$ cat src/source/fma_pkg.sv
// fma shared types

package fma_pkg;

   // format widths
   typedef logic [31:0] fp32_t;
   typedef logic [7:0]  exp_t;
   typedef logic [23:0] man_t;
   typedef logic [7:0]  shamt_t;
   typedef logic [49:0] pp_t;
   typedef logic [47:0] prod_t;
   typedef logic [74:0] aligned_t;
   typedef logic [75:0] sum_t;
   typedef logic [6:0]  lz_t;
   typedef logic [26:0] rman_t;  // 24 mantissa bits + g/r/s

   typedef enum logic {
      ALIGN_LEFT  = 1'b0,
      ALIGN_RIGHT = 1'b1   // addend exponent below product exponent
   } align_dir_e;

   typedef enum logic {
      MODE_CONCAT = 1'b0,
      MODE_ADD    = 1'b1
   } add_mode_e;

   localparam int EXP_BIAS           = 127;
   localparam int EXP_MIN_TRUE       = 126;
   localparam int RIGHT_CONCAT_LIMIT = 47;
   localparam int LEFT_CONCAT_LIMIT  = 28;
   localparam int NORM_BASE          = 29;
   localparam int LZ_LIMIT_OFFSET    = 46;
   localparam int BOOTH_GROUPS       = 13;

   typedef struct packed {
      man_t       man_a;
      man_t       man_b;
      man_t       man_c;
      exp_t       prod_exp;
      exp_t       exp_c;
      shamt_t     shift;
      align_dir_e dir;
      logic       sign_ab;
      logic       sign_eff_c;  // addend subtracted
   } s1_s;

   typedef struct packed {
      pp_t        csa_sum;
      pp_t        csa_carry;
      aligned_t   aligned_c;
      add_mode_e  mode;
      align_dir_e dir;
      exp_t       prod_exp;
      exp_t       exp_c;
      logic       sign_ab;
      logic       sign_eff_c;
   } s2_s;

   typedef struct packed {
      sum_t       magnitude;
      logic       sign;
      add_mode_e  mode;
      align_dir_e dir;
      exp_t       prod_exp;
      exp_t       exp_c;
   } s3_s;

   typedef struct packed {
      rman_t             rman;
      logic signed [7:0] exp_adj;
      add_mode_e         mode;
      align_dir_e        dir;
      exp_t              prod_exp;
      exp_t              exp_c;
      logic              sign;
   } s4_s;

endpackage

$ cat src/source/fma_unpack_align.sv
// fma stage 1 unpack and exponent compare
`timescale 1ns/1ps

module fma_unpack_align (
   input  logic           clk,
   input  logic           arst_n,
   input  logic           in_valid,
   input  fma_pkg::fp32_t a,
   input  fma_pkg::fp32_t b,
   input  fma_pkg::fp32_t c,
   output logic           s1_valid,
   output fma_pkg::s1_s   s1
);
   import fma_pkg::*;

   logic signed [7:0] true_a, true_b, true_c, true_ab;
   logic signed [8:0] exp_diff;
   s1_s               s1_d;

   // zero field gets -126, no hidden bit
   function automatic logic signed [7:0] true_exp(input exp_t e);
      return (e == '0) ? 8'(-EXP_MIN_TRUE) : 8'(int'(e) - EXP_BIAS);
   endfunction

   function automatic man_t unpack_man(input fp32_t x);
      return {x[30:23] != '0, x[22:0]};
   endfunction

   assign true_a   = true_exp(a[30:23]);
   assign true_b   = true_exp(b[30:23]);
   assign true_c   = true_exp(c[30:23]);
   assign true_ab  = true_a + true_b;
   assign exp_diff = 9'(true_c) - 9'(true_ab);  // addend minus product

   always_comb begin
      s1_d.man_a      = unpack_man(a);
      s1_d.man_b      = unpack_man(b);
      s1_d.man_c      = unpack_man(c);
      s1_d.prod_exp   = (true_ab == 8'(-EXP_MIN_TRUE)) ? '0 : exp_t'(true_ab + 8'(EXP_BIAS));
      s1_d.exp_c      = c[30:23];
      s1_d.dir        = exp_diff[8] ? ALIGN_RIGHT : ALIGN_LEFT;
      s1_d.shift      = exp_diff[8] ? shamt_t'(-exp_diff) : shamt_t'(exp_diff);
      s1_d.sign_ab    = a[31] ^ b[31];
      s1_d.sign_eff_c = a[31] ^ b[31] ^ c[31];
   end

   always_ff @(posedge clk or negedge arst_n) begin
      if (!arst_n) begin
         s1_valid <= 1'b0;
      end else begin
         s1_valid <= in_valid;
      end
   end

   always_ff @(posedge clk) begin
      if (in_valid) begin
         s1 <= s1_d;
      end
   end

endmodule

$ cat src/source/fma_booth_tree.sv
// fma stage 2 booth multiplier tree and addend align
`timescale 1ns/1ps

module fma_booth_tree (
   input  logic         clk,
   input  logic         arst_n,
   input  logic         s1_valid,
   input  fma_pkg::s1_s s1,
   output logic         s2_valid,
   output fma_pkg::s2_s s2
);
   import fma_pkg::*;

   logic [26:0] mb_ext;  // man_b with a zero below for the first window
   pp_t         a_one, a_two;
   pp_t         pp   [BOOTH_GROUPS];
   pp_t         lvl1 [8];
   pp_t         lvl2 [4];
   pp_t         lvl3 [4];
   pp_t         lvl4 [2];
   pp_t         fin  [2];
   pp_t         csa_s, csa_c;
   aligned_t    ext_c;
   s2_s         s2_d;

   function automatic pp_t booth_sel(input logic [2:0] win, input pp_t one, input pp_t two);
      case (win)
         3'b001, 3'b010: return one;
         3'b011:         return two;
         3'b100:         return -two;
         3'b101, 3'b110: return -one;
         default:        return '0;
      endcase
   endfunction

   // 3:2 compressor across the whole vector
   function automatic void fa(input pp_t x, input pp_t y, input pp_t z,
                              output pp_t s, output pp_t cy);
      pp_t maj;
      maj = (x & y) | (y & z) | (z & x);
      s   = x ^ y ^ z;
      cy  = {maj[48:0], 1'b0};
   endfunction

   assign mb_ext = {2'b0, s1.man_b, 1'b0};
   assign a_one  = {26'b0, s1.man_a};
   assign a_two  = {25'b0, s1.man_a, 1'b0};

   for (genvar g = 0; g < BOOTH_GROUPS; g++) begin : g_booth
      assign pp[g] = booth_sel(mb_ext[2*g +: 3], a_one, a_two) << (2 * g);
   end

   always_comb begin
      for (int i = 0; i < 4; i++) begin
         fa(pp[3*i], pp[3*i+1], pp[3*i+2], lvl1[2*i], lvl1[2*i+1]);
      end
      fa(lvl1[0], lvl1[1], lvl1[2], lvl2[0], lvl2[1]);
      fa(lvl1[3], lvl1[4], lvl1[5], lvl2[2], lvl2[3]);
      fa(lvl2[0], lvl2[1], lvl2[2], lvl3[0], lvl3[1]);
      fa(lvl2[3], lvl1[6], lvl1[7], lvl3[2], lvl3[3]);
      fa(lvl3[0], lvl3[1], lvl3[2], lvl4[0], lvl4[1]);
      fa(lvl4[0], lvl4[1], lvl3[3], fin[0], fin[1]);
      fa(fin[0], fin[1], pp[BOOTH_GROUPS-1], csa_s, csa_c);  // last group joins late
   end

   // addend hidden bit lines up with product bit 46
   assign ext_c = {28'b0, s1.man_c, 23'b0};

   always_comb begin
      s2_d.csa_sum    = csa_s;
      s2_d.csa_carry  = csa_c;
      s2_d.dir        = s1.dir;
      s2_d.prod_exp   = s1.prod_exp;
      s2_d.exp_c      = s1.exp_c;
      s2_d.sign_ab    = s1.sign_ab;
      s2_d.sign_eff_c = s1.sign_eff_c;
      if (s1.dir == ALIGN_RIGHT) begin
         s2_d.mode      = (s1.shift > RIGHT_CONCAT_LIMIT) ? MODE_CONCAT : MODE_ADD;
         s2_d.aligned_c = ext_c >> s1.shift;
      end else if (s1.shift > LEFT_CONCAT_LIMIT) begin
         s2_d.mode      = MODE_CONCAT;
         s2_d.aligned_c = {1'b0, s1.man_c, 50'b0};  // parked at the top
      end else begin
         s2_d.mode      = MODE_ADD;
         s2_d.aligned_c = ext_c << s1.shift;
      end
   end

   always_ff @(posedge clk or negedge arst_n) begin
      if (!arst_n) begin
         s2_valid <= 1'b0;
      end else begin
         s2_valid <= s1_valid;
      end
   end

   always_ff @(posedge clk) begin
      if (s1_valid) begin
         s2 <= s2_d;
      end
   end

endmodule

$ cat src/source/fma_add_sign.sv
// fma stage 3 wide add and magnitude
`timescale 1ns/1ps

module fma_add_sign (
   input  logic         clk,
   input  logic         arst_n,
   input  logic         s2_valid,
   input  fma_pkg::s2_s s2,
   output logic         s3_valid,
   output fma_pkg::s3_s s3
);
   import fma_pkg::*;

   prod_t product;
   sum_t  addend;
   sum_t  raw_sum;
   logic  neg;
   s3_s   s3_d;

   assign product = prod_t'(s2.csa_sum + s2.csa_carry);

   // two's complement of the addend when subtracting
   assign addend  = s2.sign_eff_c ? {1'b1, ~s2.aligned_c} : {1'b0, s2.aligned_c};
   assign raw_sum = {28'b0, product} + addend + sum_t'(s2.sign_eff_c);
   assign neg     = raw_sum[75];

   always_comb begin
      s3_d.magnitude = neg ? -raw_sum : raw_sum;
      s3_d.sign      = s2.sign_ab ^ neg;  // flip when the addend won
      s3_d.mode      = s2.mode;
      s3_d.dir       = s2.dir;
      s3_d.prod_exp  = s2.prod_exp;
      s3_d.exp_c     = s2.exp_c;
   end

   always_ff @(posedge clk or negedge arst_n) begin
      if (!arst_n) begin
         s3_valid <= 1'b0;
      end else begin
         s3_valid <= s2_valid;
      end
   end

   always_ff @(posedge clk) begin
      if (s2_valid) begin
         s3 <= s3_d;
      end
   end

   a_mag_positive: assert property (@(posedge clk) disable iff (!arst_n)
      s3_valid |-> !s3.magnitude[75])
      else $error("stage 3 magnitude has its top bit set");

endmodule

$ cat src/source/fma_normalize.sv
// fma stage 4 normalize
`timescale 1ns/1ps

module fma_normalize (
   input  logic         clk,
   input  logic         arst_n,
   input  logic         s3_valid,
   input  fma_pkg::s3_s s3,
   output logic         s4_valid,
   output fma_pkg::s4_s s4
);
   import fma_pkg::*;

   lz_t               lz;
   logic signed [8:0] shift_lim;
   logic [7:0]        norm_sh;
   sum_t              shifted;
   s4_s               s4_d;

   // highest set bit wins, all zero gives 75
   function automatic lz_t count_lz(input sum_t v);
      lz_t n;
      n = lz_t'(75);
      for (int i = 0; i < 76; i++) begin
         if (v[i]) begin
            n = lz_t'(75 - i);
         end
      end
      return n;
   endfunction

   assign lz        = count_lz(s3.magnitude);
   assign shift_lim = $signed({2'b0, lz}) - 9'(LZ_LIMIT_OFFSET);

   // small product exponent caps the shift
   assign norm_sh = ($signed({1'b0, s3.prod_exp}) > shift_lim) ? {1'b0, lz} : s3.prod_exp;
   assign shifted = s3.magnitude << norm_sh;

   always_comb begin
      s4_d.rman     = shifted[75:49];
      s4_d.exp_adj  = 8'(NORM_BASE - int'(norm_sh));
      s4_d.mode     = s3.mode;
      s4_d.dir      = s3.dir;
      s4_d.prod_exp = s3.prod_exp;
      s4_d.exp_c    = s3.exp_c;
      s4_d.sign     = s3.sign;
   end

   always_ff @(posedge clk or negedge arst_n) begin
      if (!arst_n) begin
         s4_valid <= 1'b0;
      end else begin
         s4_valid <= s3_valid;
      end
   end

   always_ff @(posedge clk) begin
      if (s3_valid) begin
         s4 <= s4_d;
      end
   end

   // only the leading one survives a shift down to bit 0
   a_lz_range: assert property (@(posedge clk) disable iff (!arst_n)
      s3_valid && (s3.magnitude != '0) |-> ((s3.magnitude >> (7'd75 - lz)) == sum_t'(1)))
      else $error("leading zero count does not match the magnitude");

endmodule

$ cat src/source/fma_round_pack.sv
// fma stage 5 round and pack
`timescale 1ns/1ps

module fma_round_pack (
   input  logic           clk,
   input  logic           arst_n,
   input  logic           s4_valid,
   input  fma_pkg::s4_s   s4,
   output logic           out_valid,
   output fma_pkg::fp32_t result
);
   import fma_pkg::*;

   logic guard, rnd, sticky;
   logic round_up;
   logic carry;
   man_t man_rnd;
   exp_t exp_fin;

   // grs only counts in add mode
   assign guard  = (s4.mode == MODE_ADD) & s4.rman[2];
   assign rnd    = (s4.mode == MODE_ADD) & s4.rman[1];
   assign sticky = (s4.mode == MODE_ADD) & s4.rman[0];

   // ties go to even
   assign round_up         = guard & (rnd | sticky | s4.rman[3]);
   assign {carry, man_rnd} = {1'b0, s4.rman[26:3]} + 25'(round_up);

   always_comb begin
      if (s4.mode == MODE_CONCAT && s4.dir == ALIGN_LEFT) begin
         exp_fin = s4.exp_c + exp_t'(carry);  // addend dominates outright
      end else begin
         exp_fin = s4.prod_exp + exp_t'(s4.exp_adj) + exp_t'(carry);
      end
   end

   always_ff @(posedge clk or negedge arst_n) begin
      if (!arst_n) begin
         out_valid <= 1'b0;
      end else begin
         out_valid <= s4_valid;
      end
   end

   always_ff @(posedge clk) begin
      if (s4_valid) begin
         result <= {s4.sign, exp_fin, man_rnd[22:0]};
      end
   end

   a_valid_known: assert property (@(posedge clk) disable iff (!arst_n)
      !$isunknown(out_valid))
      else $error("out_valid unknown after reset");

endmodule

$ cat src/source/fma_top.sv
// fma five stage pipeline top
`timescale 1ns/1ps

module fma_top (
   input  logic           clk,
   input  logic           arst_n,
   input  logic           in_valid,
   input  fma_pkg::fp32_t a,
   input  fma_pkg::fp32_t b,
   input  fma_pkg::fp32_t c,
   output logic           out_valid,
   output fma_pkg::fp32_t result
);
   import fma_pkg::*;

   logic s1_valid, s2_valid, s3_valid, s4_valid;
   s1_s  s1;
   s2_s  s2;
   s3_s  s3;
   s4_s  s4;

   fma_unpack_align i_unpack_align (
      .clk      (clk),
      .arst_n   (arst_n),
      .in_valid (in_valid),
      .a        (a),
      .b        (b),
      .c        (c),
      .s1_valid (s1_valid),
      .s1       (s1)
   );

   fma_booth_tree i_booth_tree (
      .clk      (clk),
      .arst_n   (arst_n),
      .s1_valid (s1_valid),
      .s1       (s1),
      .s2_valid (s2_valid),
      .s2       (s2)
   );

   fma_add_sign i_add_sign (
      .clk      (clk),
      .arst_n   (arst_n),
      .s2_valid (s2_valid),
      .s2       (s2),
      .s3_valid (s3_valid),
      .s3       (s3)
   );

   fma_normalize i_normalize (
      .clk      (clk),
      .arst_n   (arst_n),
      .s3_valid (s3_valid),
      .s3       (s3),
      .s4_valid (s4_valid),
      .s4       (s4)
   );

   fma_round_pack i_round_pack (
      .clk       (clk),
      .arst_n    (arst_n),
      .s4_valid  (s4_valid),
      .s4        (s4),
      .out_valid (out_valid),
      .result    (result)
   );

endmodule

$ cat config.mk
export PLATFORM = sky130hd
export DESIGN_NAME = fma_top
export DESIGN_NICKNAME = d
export VERILOG_FILES = /design/src/source/fma_pkg.sv /design/src/source/fma_unpack_align.sv /design/src/source/fma_booth_tree.sv /design/src/source/fma_add_sign.sv /design/src/source/fma_normalize.sv /design/src/source/fma_round_pack.sv /design/src/source/fma_top.sv
export SDC_FILE = /design/constraint.sdc
export NUM_CORES = 2
export LEC_CHECK = 0
export ABC_CLOCK_PERIOD_IN_PS = 26400
export BUFFER_PORTS_ARGS = -buffer_cell sky130_fd_sc_hd__buf_2
export CAP_MARGIN = 0
export CORE_UTILIZATION = 40
export DETAILED_ROUTE_END_ITERATION = 10
export SLEW_MARGIN = 20
export SYNTH_ARGS = -nofsm -noshare
export SYNTH_HDL_FRONTEND = slang
export SYNTH_SLANG_ARGS = --single-unit
$ cat constraint.sdc
create_clock -name clk -period 26.4 [get_ports clk]
set_input_delay 7.92 -clock clk [delete_from_list [all_inputs] [get_ports clk]]
set_output_delay 7.92 -clock clk [all_outputs]
set_load 0.02 [all_outputs]
* Word level (Yosys, flattened, before mapping)
Cells that the tools add are included.
** Storage, ports and cells
- Register bits :: 475
** Cells by class
- Add/sub/neg operators :: 19
- $lt $le $gt $ge :: 3
- Equality and inequality tests :: 70
- Shift operators :: 3
- Mux-type cells :: 100
- Bitwise logic cells :: 89
- Reductions and logical operators :: 29
** Operators with widths (number)
- AND 47 bit :: 33
- bitwise XOR 48 bit :: 22
- OR 47 bit :: 22
- 2-to-1 mux 7 bit :: 74
- 2-to-1 mux 76 bit :: 3
- case mux 46 bit (4 select lines) :: 1
- case mux 44 bit (4 select lines) :: 1
- case mux 42 bit (4 select lines) :: 1
- case mux 40 bit (4 select lines) :: 1
- case mux 38 bit (4 select lines) :: 1
- case mux 36 bit (4 select lines) :: 1
- case mux 48 bit (3 select lines) :: 1
- case mux 34 bit (4 select lines) :: 1
- case mux 32 bit (4 select lines) :: 1
- case mux 30 bit (4 select lines) :: 1
- case mux 28 bit (4 select lines) :: 1
- case mux 26 bit (4 select lines) :: 1
- == test 3 bit (second input constant) :: 33
- adder 48 x 76 -> 76 bit :: 1
- adder 76 x 1 -> 76 bit :: 1
- negation 76 bit :: 1
- left shift 76 x 8 -> 76 bit :: 1
- 2-to-1 mux 75 bit :: 1
- inverter 75 bit :: 1
- other kinds (33) :: 108

* Longest topological paths before layout
- Depth after elaboration :: 79
- Gate-level depth with buffers :: 35
- Gate-level depth less buffers :: 30

* Modules after synthesis
Synthesis repeated with hierarchy kept, for this count alone.
** Unflattened totals
- Cell total of the unflattened synthesis :: 7143
- Area total of the unflattened synthesis :: 61474.0 um2
** Modules (own cells, without submodules)
- fma_booth_tree :: instances 1, cells an instance 3919, area an instance 32643.8 um2, seq. area each 5640.4 um2
- fma_add_sign :: instances 1, cells an instance 1546, area an instance 12684.7 um2, seq. area each 2877.8 um2
- fma_normalize :: instances 1, cells an instance 1191, area an instance 9615.5 um2, seq. area each 1646.6 um2
- fma_unpack_align :: instances 1, cells an instance 305, area an instance 4459.3 um2, seq. area each 2997.9 um2
- fma_round_pack :: instances 1, cells an instance 182, area an instance 2070.7 um2, seq. area each 985.9 um2

* Worst setup path after synthesis
No wires, ideal clock.
- Path kind :: input -> register
- From :: input a[23]
- To :: register, netlist name i_unpack_align.s1[10]
- Setup time :: 262 ps
- Arrival time :: 12023 ps
- Required time :: 26138 ps
- Path slack :: 14115 ps
- Stages :: 17
- Path through :: inv_1 ha_1 or4b_2 nor4_1 nor2_1 ha_1 fa_1 xnor2_1 ha_1 a21o_1 a21oi_1 xnor2_1 or3_1 nor3_1 mux2_2 a21oi_1 xor2_1
** RTL lines
- start: declaration :: line fma_top.sv:8 : input fma_pkg::fp32_t a,

==> results_dict.tcl <==
set metrics [dict create \
    dieArea_um2 145000 \
    htreeDepth 2 \
    maxSlewHeadroom_pct 18.9 \
    ios 132 \
    core-area_um2 142000 \
    pre_cts_ws_ns 13.53 \
    ys_async_sr_fraction_pct 1.07 \
    fmax_mhz 82.2 \
    grt-ovfl-total 0 \
    fin_setup_tns_ns 0 \
    critPathArrivalTime_ns 12.59 \
    synthMuxAreaShare_pct 4.41 \
    hold_viol 0 \
    rsz0062_at_grt "no" \
    grt_usage_pct 29.9 \
    status "completed" \
    core.rowCount 138 \
    fin_nets 7270 \
    cellLeakagePower_uw 0.0238 \
    start_kind "primary input" \
    grt_pass1_vias 50436 \
    drv_slew 0 \
    cts-buffers-inserted 55 \
    synth_compound_area_share_pct 24.3 \
    peakVddDrop_mv 0.135 \
    worst_clock_skew_ns 0.0966 \
    synth-edff-count 463 \
    cts-resized-gates 0 \
    synth-seq-cells 468 \
    setup_viol_count_final 0 \
    grt_antenna_before_repair 5 \
    hold_path.class "reg -> reg" \
    clk_latency_ns 0.70 \
    die_w_um 381 \
    ys_seq_area_share_pct 24.4 \
    maxCapViolCount 0 \
    yosysWarnings 0 \
    critPathKind "in -> reg" \
    tightest_slew_ns 1.22 \
    synthCells 6859 \
    viasPerCell 6.40 \
    synth_xor_area_share_pct 7.40 \
    drcViolationCount 0 \
    powerDensity_nw_per_um2 167 \
    synthSimpleGateAreaFrac_pct 15.7 \
    synth_cell_type_count 105 \
    synth_nets 7513 \
    fp.dieH_um 381 \
    end_kind "flop" \
    antenna_left 0 \
    grt_max_degree 104 \
    path_clk_slew_ns 0.06 \
    port_buffers 131 \
    final_cell_mix "626 x nor2_1, 605 x nand2_1, 510 x a21oi_1, 470 x o21ai_0, 463 x edfxtp_1" \
    synthAdderAreaFrac_pct 16.8 \
    setup_ws_ns 14.24 \
    synth_area_leader_cell "edfxtp_1" \
    area_growth_pct 7.17 \
    wl_um 225000 \
    drt_first_iter_violations 8022 \
    initial_core_util_pct 40.4 \
    synth_area_um2 57400 \
    synth.area.top_cells "edfxtp_1 24%, fa_1 13%, xnor2_1 4.6%, a21oi_1 4.5%, ha_1 4.2%" \
    cts_buffer_depth 3 \
    crit_fanout 6 \
    syn_area_per_cell_um2 8.38 \
    ys.flop_type "edfxtp_1" \
    holdBufCountCts 0 \
    grt_pass1_wl_um 332000 \
    cts.sinks 468 \
    cts_setup_buffers 0 \
    drive_above_1_share_pct 7.99 \
    cts_tree "yes" \
    vias 54685 \
    dr.pass1.iters 9 \
    dp_hpwl_um 165000 \
    final_common_cell "nor2_1" \
    cts-root-buf "clkbuf_16" \
    synth_top_area_share_pct 24.2 \
    gp_congestion 1.03 \
    power.total_uw 10300 \
    synth_top_family_by_area "compound AO/OA/AOI/OAI gates" \
    worst_ep_required_time_ns 26.83 \
    fin_crit_ns 12.16 \
    final.period_utilization_pct 46.1 \
    routedWlPerCell_um 26.3 \
]
[registers in the layout (all words and copies together) (netlist names), 32 cells and up]
name	count
i_add_sign.s3	95
i_normalize.s4	54
i_unpack_align.s1	99
i_booth_tree.s2	183
i_round_pack.result	32
[cells by family after synthesis]
group	count (synthesis)
AO/OA/AOI/OAI	2107
multiplexers	234
XOR/XNOR	482
buffers and inverters	1052
adder cells (fa/ha/maj)	555
flip-flops	468
AND/OR/NAND/NOR	1961
[worst paths after layout]
path	startpoint	endpoint	depth (start not counted)	slack (ns)
min in group asynchronous	arst_n	i_normalize.s4_valid	1	7.03
setup reg to reg	i_unpack_align.s1[75]	i_booth_tree.s2[192]	30	15.11
setup / recovery	a[23]	i_unpack_align.s1[10]	18	14.24
hold reg to reg	i_normalize.s4_valid	i_round_pack.out_valid	0	0.38
max in group asynchronous	arst_n	i_booth_tree.s2_valid	1	19.22
hold / removal	i_normalize.s4_valid	i_round_pack.out_valid	0	0.38
[critical path, stage by stage]
cell and delay, ns:
buf_2 0.13, inv_1 0.07, ha_1 0.13, or4b_2 0.58, nor4_1 0.38, nor2_1 0.10, ha_1 0.25, fa_1 0.47
xnor2_1 0.45, ha_1 0.36, a21o_1 0.19, a21oi_1 0.23, xnor2_1 0.15, or3_1 0.41, nor3_1 0.18, mux2_2 0.36
a21oi_1 0.14, xor2_1 0.08
[final cells by class]
cell class / count / area, um^2
clock buffers: 61 / 1400
flip-flops and latches: 468 / 14000
diodes: 1 / 2.50
clock inverters: 36 / 480
inverters: 462 / 1730
fillers: 14090 / 80500
repair buffers: 290 / 1860
multi-input cells: 5339 / 39700
well taps: 1890 / 2360
[cells in the mapped netlist (45+ instances only)]
cell type    n
nor2_1     628
nand2_1    606
a21oi_1    511
clkbuf_1   489
o21ai_0    470
edfxtp_1   463
inv_1      452
fa_1       362
xnor2_1    302
ha_1       193
mux2i_1    178
xor2_1     177
nand3_1    152
a221oi_1   121
nor3_1     105
o211ai_1   101
a211oi_1    91
a22oi_1     82
o221ai_1    80
buf_1       75
a21o_1      73
and2_1      70
o22ai_1     69
nor2b_1     64
nand4_1     63
a31oi_1     62
o22a_1      62
o31ai_1     62
and3_1      52
nand2b_1    50
mux2_2      45
o2111ai_1   45
[layer usage]
layer / share of wire, % / track usage, % / vias up / wire [um]
li1: - / - / 24285 / -
met1: 42 / 42.6 / 26255 / 93600
met2: 42 / 43.2 / 3437 / 94100
met3: 11 / 6.37 / 704 / 24900
met4: 5.4 / 13.4 / 4 / 12000
met5: 0.011 / 0 / - / 25
[per-stage QoR]
step	area [um^2]	util [%]	std cells	hold slack, ns
2_1_floorplan	57400	-	6859	0.400
3_3_place_gp	59700	42.0	8449	0.359
3_5_place_dp	59700	42.0	8449	0.368
4_1_cts	61600	43.3	8546	0.383
5_1_grt	61600	43.3	8546	0.399
6_report	61600	43.3	8547	0.378
[power breakdown]
part | leakage [uW] | switching, uW | internal (uW)
Sequential | 0.00456 | 207 | 1430
Clock | 0.000902 | 338 | 463
Combinational | 0.0184 | 4850 | 3000
Total | 0.0238 | 5400 | 4890
(Power assumes the default switching activity.)
